$ cat src/source/isa_pkg.sv
package isa_pkg;

    localparam int REG_ID_W = 5;
    localparam int INSTR_W  = 32;

    // architectural register number
    typedef logic [REG_ID_W-1:0] reg_id_t;

    typedef logic [INSTR_W-1:0] instr_word_t;  // raw word, decoded again by the OC

    // operand as the operand collector sees it
    typedef struct packed {
        logic    valid;  // msb
        reg_id_t id;
    } opnd_t;

    // both operands present and naming the same register
    function automatic logic opnd_match(opnd_t a, opnd_t b);
        return a.valid && b.valid && (a.id == b.id);
    endfunction

endpackage

$ cat src/source/issue_pkg.sv
package issue_pkg;

    localparam int IB_DEPTH    = 4;  // instruction buffer entries per warp
    localparam int SCB_ENTRIES = 4;  // scoreboard entries per warp

    typedef logic [$clog2(SCB_ENTRIES)-1:0] scb_id_t;

    // one bit above the entry index tells full from empty
    typedef logic [$clog2(IB_DEPTH):0] ib_ptr_t;

endpackage

$ cat src/source/warp_scoreboard.sv
`timescale 1ns/1ns

module warp_scoreboard (
    input  logic               clk,
    input  logic               rst,
    input  isa_pkg::opnd_t     chk_src1,
    input  isa_pkg::opnd_t     chk_src2,
    input  isa_pkg::opnd_t     chk_dst,
    input  logic               deposit,
    input  logic               clear_wb,
    input  issue_pkg::scb_id_t clear_wb_id,
    input  logic               clear_replay,
    input  issue_pkg::scb_id_t clear_replay_id,
    output logic               full,
    output logic               empty,
    output logic               dependent,
    output issue_pkg::scb_id_t alloc_id
);
    import isa_pkg::*;
    import issue_pkg::*;

    opnd_t                  dst_q [SCB_ENTRIES];  // invalid dst for stores
    logic [SCB_ENTRIES-1:0] busy_q;
    logic [SCB_ENTRIES-1:0] hit;

    assign full  = &busy_q;
    assign empty = ~|busy_q;

    // lowest free entry
    always_comb begin
        alloc_id = '0;
        for (int i = SCB_ENTRIES - 1; i >= 0; i--) begin
            if (!busy_q[i]) alloc_id = scb_id_t'(i);
        end
    end

    // RAW on either source, WAW on the destination
    always_comb begin
        for (int i = 0; i < SCB_ENTRIES; i++) begin
            hit[i] = busy_q[i] && (opnd_match(chk_src1, dst_q[i])
                                || opnd_match(chk_src2, dst_q[i])
                                || opnd_match(chk_dst, dst_q[i]));
        end
    end

    assign dependent = |hit;

    always_ff @(posedge clk or negedge rst) begin
        if (!rst) begin
            busy_q <= '0;
        end else begin
            if (clear_wb) busy_q[clear_wb_id] <= 1'b0;
            if (clear_replay) busy_q[clear_replay_id] <= 1'b0;
            if (deposit) busy_q[alloc_id] <= 1'b1;  // alloc_id is never a cleared one
        end
    end

    always_ff @(posedge clk) begin
        if (deposit) dst_q[alloc_id] <= chk_dst;
    end

    a_no_deposit_full: assert property (@(posedge clk) disable iff (!rst)
        deposit |-> !full);

    // writeback only for an entry that is still outstanding
    a_wb_live: assert property (@(posedge clk) disable iff (!rst)
        clear_wb |-> busy_q[clear_wb_id]);

endmodule

$ cat config.mk
export PLATFORM = sky130hd
export DESIGN_NAME = warp_scoreboard
export DESIGN_NICKNAME = d
export VERILOG_FILES = /design/src/source/isa_pkg.sv /design/src/source/issue_pkg.sv /design/src/source/warp_scoreboard.sv
export SDC_FILE = /design/constraint.sdc
export NUM_CORES = 1
export LEC_CHECK = 0
export BUFFER_PORTS_ARGS = -buffer_cell sky130_fd_sc_hd__buf_2
export CAP_MARGIN = 20
export CELL_PAD_IN_SITES_DETAIL_PLACEMENT = 1
export CELL_PAD_IN_SITES_GLOBAL_PLACEMENT = 1
export CORE_ASPECT_RATIO = 2
export CORE_MARGIN = 10
export CORE_UTILIZATION = 45
export DETAILED_ROUTE_END_ITERATION = 8
export PLACE_DENSITY_LB_ADDON = 0.1
export RECOVER_POWER = 100
export SYNTH_ARGS = -nofsm -noshare
export SYNTH_HDL_FRONTEND = slang
export SYNTH_SLANG_ARGS = --single-unit
$ cat constraint.sdc
create_clock -name clk -period 2.7 [get_ports clk]
set_clock_uncertainty 0.15 [all_clocks]
set_input_delay 0.54 -clock clk [delete_from_list [all_inputs] [get_ports clk]]
set_output_delay 0.54 -clock clk [all_outputs]
set_load 0.03 [all_outputs]
==> flow_summary.toml <==
[grt]
grt_pass1_vias = 1543
grt_max_degree = 16
track_usage = 0.1593
grt_first_pass_wirelength_mm = 8.169
grt_overflow = 0
antenna_found_initial = 0

[power]
finalPower_uw = 1410
p_clk_frac = 0.154
power.leakage_uw = 0.0007463
swShare = 0.3927
peakVddDrop_mv = 0.5318
combinationalPowerShare = 0.346
internal_power_uw = 856.2
power_frac_seq = 0.500
switchingPower_uw = 553.8
power_density_nw_per_um2 = 700.8

[timing]
finalWorstSetupSlack_ns = 0.09378
fmax_mhz = 383.7
tightest_slew_ns = 0.6361
rsz0062_at_grt = "no"
setup_violations = 0
hold_viol = 0
slew-limit-headroom = 0.5744
timing.hold.ws_ns = 0.4323
slew_viol_final = 0
timing.setup.tns_ns = 0
period_minus_slack_ns = 2.606
min_period_over_period = 0.9653

[synth]
synth_area_per_cell_um2 = 11.34
synth_cells = 150
synth_fp_nets = 177
ys_warn_count = 0
ys_seq_area_frac = 0.4824
synth_area_um2 = 1702
yosys.cell_types.count = 21
synth_seq_cells = 28

[floorplan]
fp.dieH_um = 107.0
row_count = 31
die_w_um = 63.48
initial_utilization = 0.4667
die_area_um2 = 6790
io_pins = 32
fp.coreArea_um2 = 3646

[clock_network]
clkSlewWorstSetupHoldPaths_ns = 0.08
root_buffer = "clkbuf_8"
numCtsBuffers = 3
cts_num_sinks = 28
cts_tree = "built"
htreeDepth = 1
insertion_delay_ns = 0.27
cts_max_path_buffers = 2
cts_setup_buffers = 0

[critical_path]
crit_chain = "xor2_2, nor4_2, nand4_1, nand4_1, or3_1, clkbuf_2"
crit_slowest_cell = "edfxtp_1"
cpPeakStageDelay_ns = 0.47
path_class = "register to output pin"
crit_path_start_kind = "register"
worst-r2r-cell-count = 4
path_max_fanout = 3
endpoint_kind = "output pin"
r2r_end = "dst_q[3][1]$_DFFE_PP_"
cpMostUsedCell = "nand4_1"
timing.rr.start = "busy_q[1]$_DFF_PN0_"
cp.arrival_ns = 1.92
r2r_slack_ns = 0.75
worstPathRequired_ns = 2.01

[min_path]
whs_endpoint = "dst_q[0][5]$_DFFE_PP_"
hp-class = "input port to register"
holdCritStartpoint = "chk_dst[5]"
min_path_cells = 1

[drt]
ant_nets = 0
vias_per_cell = 5.711
routedWlPerCell_um = 22.64
drt_wl_total_mm = 5.320
vias = 1342
initialDrtViolationCount = 48
first_pass_iters = 4
drcViolationCount = 0

[run_status]
status = "finished, final reports clean"

[final_layout]
area_growth_pct = 18.24
n_antenna_cell = 0
final_core_util = 0.5518
drive_above_1_share = 0.1882
final_cell_mix = "45 x xor2_1, 24 x edfxtp_1, 23 x buf_2"
seqCellArea_um2 = 820.8
fill_cells = 450
nNetsFinal = 214
multi_input_area_um2 = 920.9
final_common_cell = "xor2_1"

[place]
io_buffers = 31
place_ws_ns = 0.09130
gp_congestion = 1.017
dp_hpwl_mm = 4.480

[run]
maxCapViolCount = 0
## power groups by stage
stage,registers (uW),clock network (uW),logic [uW]
global route,720,232,532
CTS,704,224,486
finish,705,218,487
detailed placement,713,0,481
floorplan,672,0,312
global placement,708,0,461
## critical path: cells and delay by family, from the launching register on
family	cells	cell delay (ns)
XOR/XNOR	1	0.20
buffers and inverters	1	0.19
flip-flops	1	0.47
AND/OR/NAND/NOR	4	0.77
## through the flow
| step | std cells | cell area [um^2] |
|---|---|---|
| 2_1_floorplan | 150 | 1702 |
| 3_3_place_gp | 230 | 1918 |
| 3_5_place_dp | 230 | 1918 |
| 4_1_cts | 235 | 1973 |
| 5_1_grt | 235 | 2012 |
| 6_report | 235 | 2012 |
## metal layers
metal	GRT usage	vias up	wire length, um
li1	-	618	-
met1	0.1203	653	1630
met2	0.3280	50	3168
met3	0.02086	21	152
met4	0.1305	0	368
met5	0	-	0
## registers in the layout (all words and copies together), names as in the netlist
register / flops
busy_q: 4
dst_q: 24
## cells in the mapped netlist
cell / instances / area (um^2)
edfxtp_1: 24 / 720.7
inv_1: 2 / 7.510
xor2_1: 48 / 420.4
nand4_1: 15 / 93.84
nor3b_1: 2 / 15.01
or3_1: 1 / 6.260
nor2_1: 5 / 18.77
and2_1: 4 / 25.02
o22ai_1: 2 / 12.51
and3b_1: 1 / 8.760
a21o_1: 1 / 7.510
o211ai_1: 1 / 7.510
xnor2_1: 12 / 105.1
nand2_1: 8 / 30.03
o21ai_0: 2 / 10.01
nand3_1: 2 / 10.01
dfrtp_1: 4 / 100.1
nand3b_1: 1 / 7.510
a31o_2: 1 / 8.760
nor4_1: 13 / 81.33
a21oi_1: 1 / 5.000
## repair_timing
action / CTS / global route
setup endpoints to repair: 0 / 1
hold buffers: 1 / 0
hold endpoints to repair: 4 / 0
resized for setup: 0 / 7
## cell families after synthesis
family,Yosys count,share of synthesized area
xor gates and xnor gates,60,0.3088
AOI/OAI and AO/OA,8,0.03015
DFF,28,0.4824
buffers and inverters,2,0.004413
and+or+nand+nor,52,0.1743
## worst max-delay path by stage
stage / from / end / cells past startpoint
after floorplan: busy_q[1]$_DFF_PN0_ / empty / 1
final: dst_q[0][3]$_DFFE_PP_ / dependent / 6
after global placement: chk_dst[3] / dependent / 7
after detailed placement: chk_dst[3] / dependent / 7
after global routing: dst_q[0][3]$_DFFE_PP_ / dependent / 6
after CTS: dst_q[0][2]$_DFFE_PP_ / dependent / 6
## area by class of cell
| cell class | instances | share of cell area |
|---|---|---|
| Clock buffer | 3 | 0.02052 |
| Clock inverter | 1 | 0.001866 |
| Inverter | 2 | 0.003731 |
| Multi-Input combinational cell | 120 | 0.4577 |
| Sequential cell | 28 | 0.4080 |
| Tap cell | 49 | 0.03047 |
| Timing Repair Buffer | 32 | 0.07774 |
Power figures use the tool's default switching activity.
