--- config.mk ---
export PLATFORM = sky130hd
export DESIGN_NAME = ibuffer_warp
export DESIGN_NICKNAME = d
export VERILOG_FILES = /design/src/source/isa_pkg.sv /design/src/source/issue_pkg.sv /design/src/source/ibuffer_warp.sv
export SDC_FILE = /design/constraint.sdc
export NUM_CORES = 1
export LEC_CHECK = 0
export ABC_CLOCK_PERIOD_IN_PS = 3100
export BUFFER_PORTS_ARGS = -buffer_cell sky130_fd_sc_hd__clkbuf_2
export CAP_MARGIN = 20
export CORE_ASPECT_RATIO = 1.25
export CORE_MARGIN = 2
export CORE_UTILIZATION = 25
export DETAILED_ROUTE_END_ITERATION = 6
export HOLD_SLACK_MARGIN = 0.06
export PLACE_DENSITY = 0.41
export SLEW_MARGIN = 20
export SYNTH_ARGS = -nofsm -noshare
export SYNTH_HDL_FRONTEND = slang
export SYNTH_SLANG_ARGS = --single-unit
export TNS_END_PERCENT = 5
--- constraint.sdc ---
create_clock -name clk -period 3.1 [get_ports clk]
set_input_delay 0.155 -clock clk [delete_from_list [all_inputs] [get_ports clk]]
set_output_delay 0.155 -clock clk [all_outputs]
set_load 0.02 [all_outputs]
--- src/source/isa_pkg.sv ---
package isa_pkg;

    localparam int REG_ID_W = 5;
    localparam int INSTR_W  = 32;

    // architectural register number
    typedef logic [REG_ID_W-1:0] reg_id_t;

    typedef logic [INSTR_W-1:0] instr_word_t;  // raw word, decoded again by the OC

    // operand as the operand collector sees it
    typedef struct packed {
        logic    valid;  // msb
        reg_id_t id;
    } opnd_t;

    // both operands present and naming the same register
    function automatic logic opnd_match(opnd_t a, opnd_t b);
        return a.valid && b.valid && (a.id == b.id);
    endfunction

endpackage

--- src/source/issue_pkg.sv ---
package issue_pkg;

    localparam int IB_DEPTH    = 4;  // instruction buffer entries per warp
    localparam int SCB_ENTRIES = 4;  // scoreboard entries per warp

    typedef logic [$clog2(SCB_ENTRIES)-1:0] scb_id_t;

    // one bit above the entry index tells full from empty
    typedef logic [$clog2(IB_DEPTH):0] ib_ptr_t;

endpackage

--- src/source/ibuffer_warp.sv ---
`timescale 1ns/1ns

module ibuffer_warp #(
    parameter int NUM_THREADS = 8
) (
    input  logic                   clk,
    input  logic                   rst,
    // decode side
    input  logic                   wr_en,
    input  isa_pkg::instr_word_t   dec_instr,
    input  isa_pkg::opnd_t         dec_src1,
    input  isa_pkg::opnd_t         dec_src2,
    input  isa_pkg::opnd_t         dec_dst,
    input  logic                   dec_mem_read,
    input  logic                   dec_mem_write,
    input  logic                   dec_exit,
    input  logic [NUM_THREADS-1:0] active_mask,
    output logic                   fetch_req,
    // scoreboard side
    input  logic                   scb_full,
    input  logic                   scb_empty,
    input  logic                   scb_dependent,
    input  issue_pkg::scb_id_t     alloc_id,
    output isa_pkg::opnd_t         chk_src1,
    output isa_pkg::opnd_t         chk_src2,
    output isa_pkg::opnd_t         chk_dst,
    output logic                   deposit,
    output logic                   replay_done,
    output issue_pkg::scb_id_t     done_id,
    // arbiter side
    output logic                   issue_req,
    input  logic                   issue_grant,
    output logic                   exit_req,
    input  logic                   exit_grant,
    input  logic                   fb_pos,
    input  logic [NUM_THREADS-1:0] fb_mask,
    input  logic                   fb_zero,
    // selected entry towards the OC
    output isa_pkg::instr_word_t   out_instr,
    output isa_pkg::opnd_t         out_src1,
    output isa_pkg::opnd_t         out_src2,
    output isa_pkg::opnd_t         out_dst,
    output issue_pkg::scb_id_t     out_scb_id,
    output logic                   out_replay
);
    import isa_pkg::*;
    import issue_pkg::*;

    localparam int IW = $clog2(IB_DEPTH);

    instr_word_t            instr_q [IB_DEPTH];
    opnd_t                  src1_q [IB_DEPTH];
    opnd_t                  src2_q [IB_DEPTH];
    opnd_t                  dst_q [IB_DEPTH];
    logic [NUM_THREADS-1:0] mask_q [IB_DEPTH];  // private active mask
    scb_id_t                scb_q [IB_DEPTH];
    logic [IB_DEPTH-1:0]    mem_q, exit_q;

    logic [IB_DEPTH-1:0]    valid_q, replay_q;
    logic [IB_DEPTH-1:0]    valid_nxt, replay_nxt;
    ib_ptr_t                wp, rp, irp;  // write, read, in-flight replay
    ib_ptr_t                rp_nxt, depth;
    logic [IW-1:0]          wi, ri, ii;
    logic                   full;
    logic [NUM_THREADS-1:0] mask_nxt;
    logic                   fb_again;
    logic                   rp_req, irp_req, rp_grant, irp_grant;

    assign wi = wp[IW-1:0];
    assign ri = rp[IW-1:0];
    assign ii = irp[IW-1:0];

    assign depth     = wp - irp;  // irp holds the oldest live entry
    assign full      = depth == ib_ptr_t'(IB_DEPTH);
    assign fetch_req = (depth + ib_ptr_t'(wr_en)) < ib_ptr_t'(IB_DEPTH);

    //////////////////////////////////////////////////
    // memory feedback on the in-flight entry
    assign mask_nxt    = fb_pos ? (mask_q[ii] & ~fb_mask) : mask_q[ii];
    assign fb_again    = fb_zero || (fb_pos && mask_nxt != '0);  // threads left over
    assign replay_done = fb_pos && mask_nxt == '0;
    assign done_id     = scb_q[ii];

    //////////////////////////////////////////////////
    // request selection
    always_comb begin
        rp_req  = 1'b0;
        irp_req = 1'b0;
        if (rp == irp || !valid_q[ii]) begin
            rp_req = valid_q[ri] && !exit_q[ri] && !scb_full && !scb_dependent;
        end else if (replay_q[ii] || fb_again) begin
            irp_req = 1'b1;  // replay beats new work
        end else if (valid_q[ri] && !mem_q[ri]) begin
            // one memory op in flight per warp
            rp_req = !exit_q[ri] && !scb_full && !scb_dependent;
        end
    end

    assign issue_req = rp_req || irp_req;
    assign rp_grant  = rp_req && issue_grant;
    assign irp_grant = irp_req && issue_grant;
    assign deposit   = rp_grant;  // first issue only
    assign exit_req  = valid_q[ri] && exit_q[ri] && scb_empty;
    assign rp_nxt    = rp + ib_ptr_t'(rp_grant || exit_grant);

    always_comb begin
        valid_nxt  = valid_q;
        replay_nxt = replay_q;
        if (replay_done) valid_nxt[ii] = 1'b0;
        if (rp_grant && !mem_q[ri]) valid_nxt[ri] = 1'b0;  // not replayable, gone
        if (exit_grant) valid_nxt[ri] = 1'b0;
        if (fb_again) replay_nxt[ii] = 1'b1;
        if (irp_grant) replay_nxt[ii] = 1'b0;
        if (wr_en) begin
            valid_nxt[wi]  = 1'b1;
            replay_nxt[wi] = 1'b0;
        end
    end

    always_ff @(posedge clk or negedge rst) begin
        if (!rst) begin
            wp       <= '0;
            rp       <= '0;
            irp      <= '0;
            valid_q  <= '0;
            replay_q <= '0;
        end else begin
            wp       <= wp + ib_ptr_t'(wr_en);
            rp       <= rp_nxt;
            irp      <= valid_nxt[ii] ? irp : rp_nxt;  // skip to next live entry
            valid_q  <= valid_nxt;
            replay_q <= replay_nxt;
        end
    end

    always_ff @(posedge clk) begin
        if (fb_pos) mask_q[ii] <= mask_nxt;
        if (rp_grant) scb_q[ri] <= alloc_id;
        if (wr_en) begin
            instr_q[wi] <= dec_instr;
            src1_q[wi]  <= dec_src1;
            src2_q[wi]  <= dec_src2;
            dst_q[wi]   <= dec_dst;
            mem_q[wi]   <= dec_mem_read || dec_mem_write;
            exit_q[wi]  <= dec_exit;
            mask_q[wi]  <= active_mask;
        end
    end

    //////////////////////////////////////////////////
    // outputs
    assign out_instr  = irp_req ? instr_q[ii] : instr_q[ri];
    assign out_src1   = irp_req ? src1_q[ii] : src1_q[ri];
    assign out_src2   = irp_req ? src2_q[ii] : src2_q[ri];
    assign out_dst    = irp_req ? dst_q[ii] : dst_q[ri];
    assign out_scb_id = irp_req ? scb_q[ii] : alloc_id;  // new id on first issue
    assign out_replay = irp_req;

    assign chk_src1 = src1_q[ri];
    assign chk_src2 = src2_q[ri];
    assign chk_dst  = dst_q[ri];

    a_no_write_full: assert property (@(posedge clk) disable iff (!rst)
        wr_en |-> !full);

    // memory must only answer for the instruction in flight
    a_done_live: assert property (@(posedge clk) disable iff (!rst)
        replay_done |-> valid_q[ii] && rp != irp);

endmodule

==> out/results.txt <==
Routed vias/inst - 4.55
Actual slew at the worst max-slew pin - 0.741 ns
Mean Syn Cell Area - 17.4 sq um
FF/Latch Area - 0.00789 sq mm
Number of buffers on the longest clock path - 3
DR iter-0 viols - 338
Clock power frac - 0.159
CP dominant cell by count - buf_4
Endpoints failing hold - 0
Final core utilization - 0.327
Dpl hpwl - 22.5 mm
IO Pins - 159
Area of the multi-input gates - 0.00463 sq mm
Site Rows - 92
Status - finished, violations left
Critical path cell sequence - buf_8 -> buf_6 -> mux2i_2 -> o22ai_1 -> a22oi_1 -> buf_4 -> nand4b_1 -> buf_4 -> nand2b_4 -> buf_12 -> mux2_2 -> clkbuf_2
Most frequent cells in the layout - edfxtp_1 (248), clkbuf_2 (123), mux4_2 (107)
Global-route usage over all layers - 0.134
Ys flop type - edfxtp_1
Switching Share - 0.398
Min cycle time layout - 3.37 ns
Fill cells - 5042
Initial Util - 0.252
Tcrit/Tclk final - 1.09
CTS tree - done
Post-Syn Instances - 725
RSZ-0062 raised after global routing - yes
Die span in y - 255 microns
Largest net degree at the start of global routing - 43
Type of origin of the critical path - flop
Global route overflow - 0
Worst ir drop on vdd - 574 uV
Unique masters post-synth - 57
Worst r2r src - irp[1]
Residual DRC - 0
Seq/Total Area, Yosys - 0.623
Final Max Slew Viols - 0
Clock root cell - clkbuf_16
Arrival time at the worst endpoint - 3.22 ns
Number of port buffers - 158
Failing checks - setup timing
Final setup TNS - -12.09 ns
Max-cap violations - 0
Share of post-route cells with drive strength above 1 - 0.406
Slowest CP cell - dfrtp_4
Cell area power density - 1190 mW/mm^2
Mapped Nets - 813
Crit path capture type - output port
Clk pin slew, worst setup/hold paths - 0.06 ns
Initial antenna violation count - 1
Post-place setup slack - 0.135 ns
H-tree depth - 1
CTS Sinks - 265
Core area - 0.0502 sq mm
Synthesized area - 0.0126 sq mm
Worst slew margin - 0.506
Layout area overhead - 30.0%
NetSw - 7.75 mW
Global-route wire length before repair - 52.7 mm
Asr flop ratio synth - 0.0642
Worst Hold Depth - 4
Critical path type - flop to output port
Vias in the first global route - 8411
Internal power consumption - 11.7 mW
CP bufs+invs - 6
Setup violations, final - 55
Die area - 0.0524 sq mm
Type of the tightest min-delay check - input pin to flop
Most common cell after layout, fill and taps aside - edfxtp_1
Worst Path Max Fanout - 12
Total CTS buffers - 29
DIE WIDTH - 205 microns
WHS Endpoint - mask_q[3][1]
Yosys warns - 0
F_max - 296 MHz
Worst r2r path cells - 12
Reg2reg end - irp[2]
Register bit total from synthesis - 265
R2R Setup Slk - -0.01 ns
Post-synth EDFFs - 248
Worst EP required - 2.94 ns
RD Place Congestion - 0.782
Worst-Skew Late Latency - 0.56 ns
Setup WS post-layout - -0.273 ns
Mean routed wirelength per cell - 20.9 microns
Antenna-violating nets left - 0
Sequential Power Share - 0.279
Via count - 7629
Worst Hold Launch - fb_mask[1]
DRT Pass-1 Iters - 4
Combinational share of power - 0.562
Worst Skew - 0.00682 ns
Family with the most delay on the worst path - buffers and inverters
Layout Nets - 1083
Slowest stage delay, CP - 0.54 ns
DRT Wirelength - 35.0 mm
Leakage - 5.92 nW
==> worst max-delay path by stage <==
| stage | to | from | slack [ns] | cells after the start |
|---|---|---|---|---|
| 2_1_floorplan | mask_q[0][2] | wp[0] | -0.04 | 5 |
| 3_3_place_gp | irp[0] | irp[1] | 0.06 | 12 |
| 3_5_place_dp | out_instr[24] | irp[1] | 0.14 | 11 |
| 4_1_cts | out_instr[16] | irp[0] | -0.38 | 11 |
| 5_1_grt | out_instr[24] | irp[1] | -0.40 | 12 |
| 6_report | out_instr[24] | irp[1] | -0.27 | 12 |
==> through the flow <==
stage	cells	total power, mW	hold slack [ns]	cell area (sq um)
finish	1676	19.5	0.107	16400
global route	1676	20.7	0.119	16400
CTS	1673	19.5	0.0721	16300
detailed placement	1541	15.4	0.135	14500
global placement	1541	15.4	0.129	14500
floorplan	725	11.9	-0.141	12600
==> per-layer routing <==
layer  share of wire  vias up  GRT usage
li1                -     3489          -
met1            0.41     3902      0.163
met2            0.52      182      0.243
met3           0.040       56     0.0177
met4           0.029        0     0.0452
met5               0        -          0
==> state kept, by name, indices dropped and copies added, names as in the netlist <==
name and count:
instr_q 128, mask_q 32, dst_q 24, src1_q 24
src2_q 24, scb_q 8, exit_q 4, mem_q 4
replay_q 4, valid_q 4, irp 3, rp 3
wp 3
==> area by class of cell <==
type / count / share of cell area
antenna: 1 / 0.000152
timing repair buffer: 285 / 0.132
sequential: 265 / 0.480
tap: 658 / 0.0501
clock inverter: 16 / 0.00465
multi-input combinational: 395 / 0.282
clock buffer: 37 / 0.0460
inverter: 19 / 0.00457
==> repair_timing <==
action | CTS | global route
cloned | 2 | 0
endpoints found under the hold margin | 272 | 0
hold buffers | 68 | 0
setup endpoints to repair | 56 | 59
resized for setup | 28 | 86
setup buffers | 9 | 4
pin swaps | 4 | 2
==> synthesized netlist by cell type (4+ instances only) <==
library cell  count  area, sq um
a21oi_1           5         25.0
xor2_1            6         52.6
nand3_1           7         35.0
mux4_2          107         2410
o21ai_0          19         95.1
mux2i_1          20          200
buf_1             8         30.0
mux2_2            7         78.8
nor3_1            7         35.0
dfrtp_1          17          425
clkbuf_1         26         97.6
inv_1            18         67.6
edfxtp_1        248         7450
mux2_1           54          608
nor2_1           11         41.3
ha_1              7         87.6
a21boi_0          4         30.0
nand2_1          89          334
buf_2             8         40.0
==> kinds of logic after synthesis <==
logic type,Yosys count,synth area share
flip-flops,265,0.623
AND/OR/NAND/NOR,132,0.0455
AO/OA/AOI/OAI,59,0.0350
buffers and inverters,65,0.0222
multiplexers,188,0.261
XOR/XNOR,9,0.00624
adder cells (fa/ha/maj),7,0.00693
==> worst min-delay path: cells and delay by family <==
family                 cells  cell delay, ns
AOI/OAI and AO/OA          1            0.12
and+or+nand+nor            2            0.11
buffers and inverters      1            0.11
==> power groups by stage <==
stage                     clock (mW)  sequential, mW  combinational [mW]
after global placement             0            5.49                9.89
after global routing            3.36            5.53                11.8
after floorplan                    0            5.25                6.62
final                           3.10            5.42                10.9
after detailed placement           0            5.51                9.89
after CTS                       3.23            5.41                10.8
(Power assumes the default switching activity.)
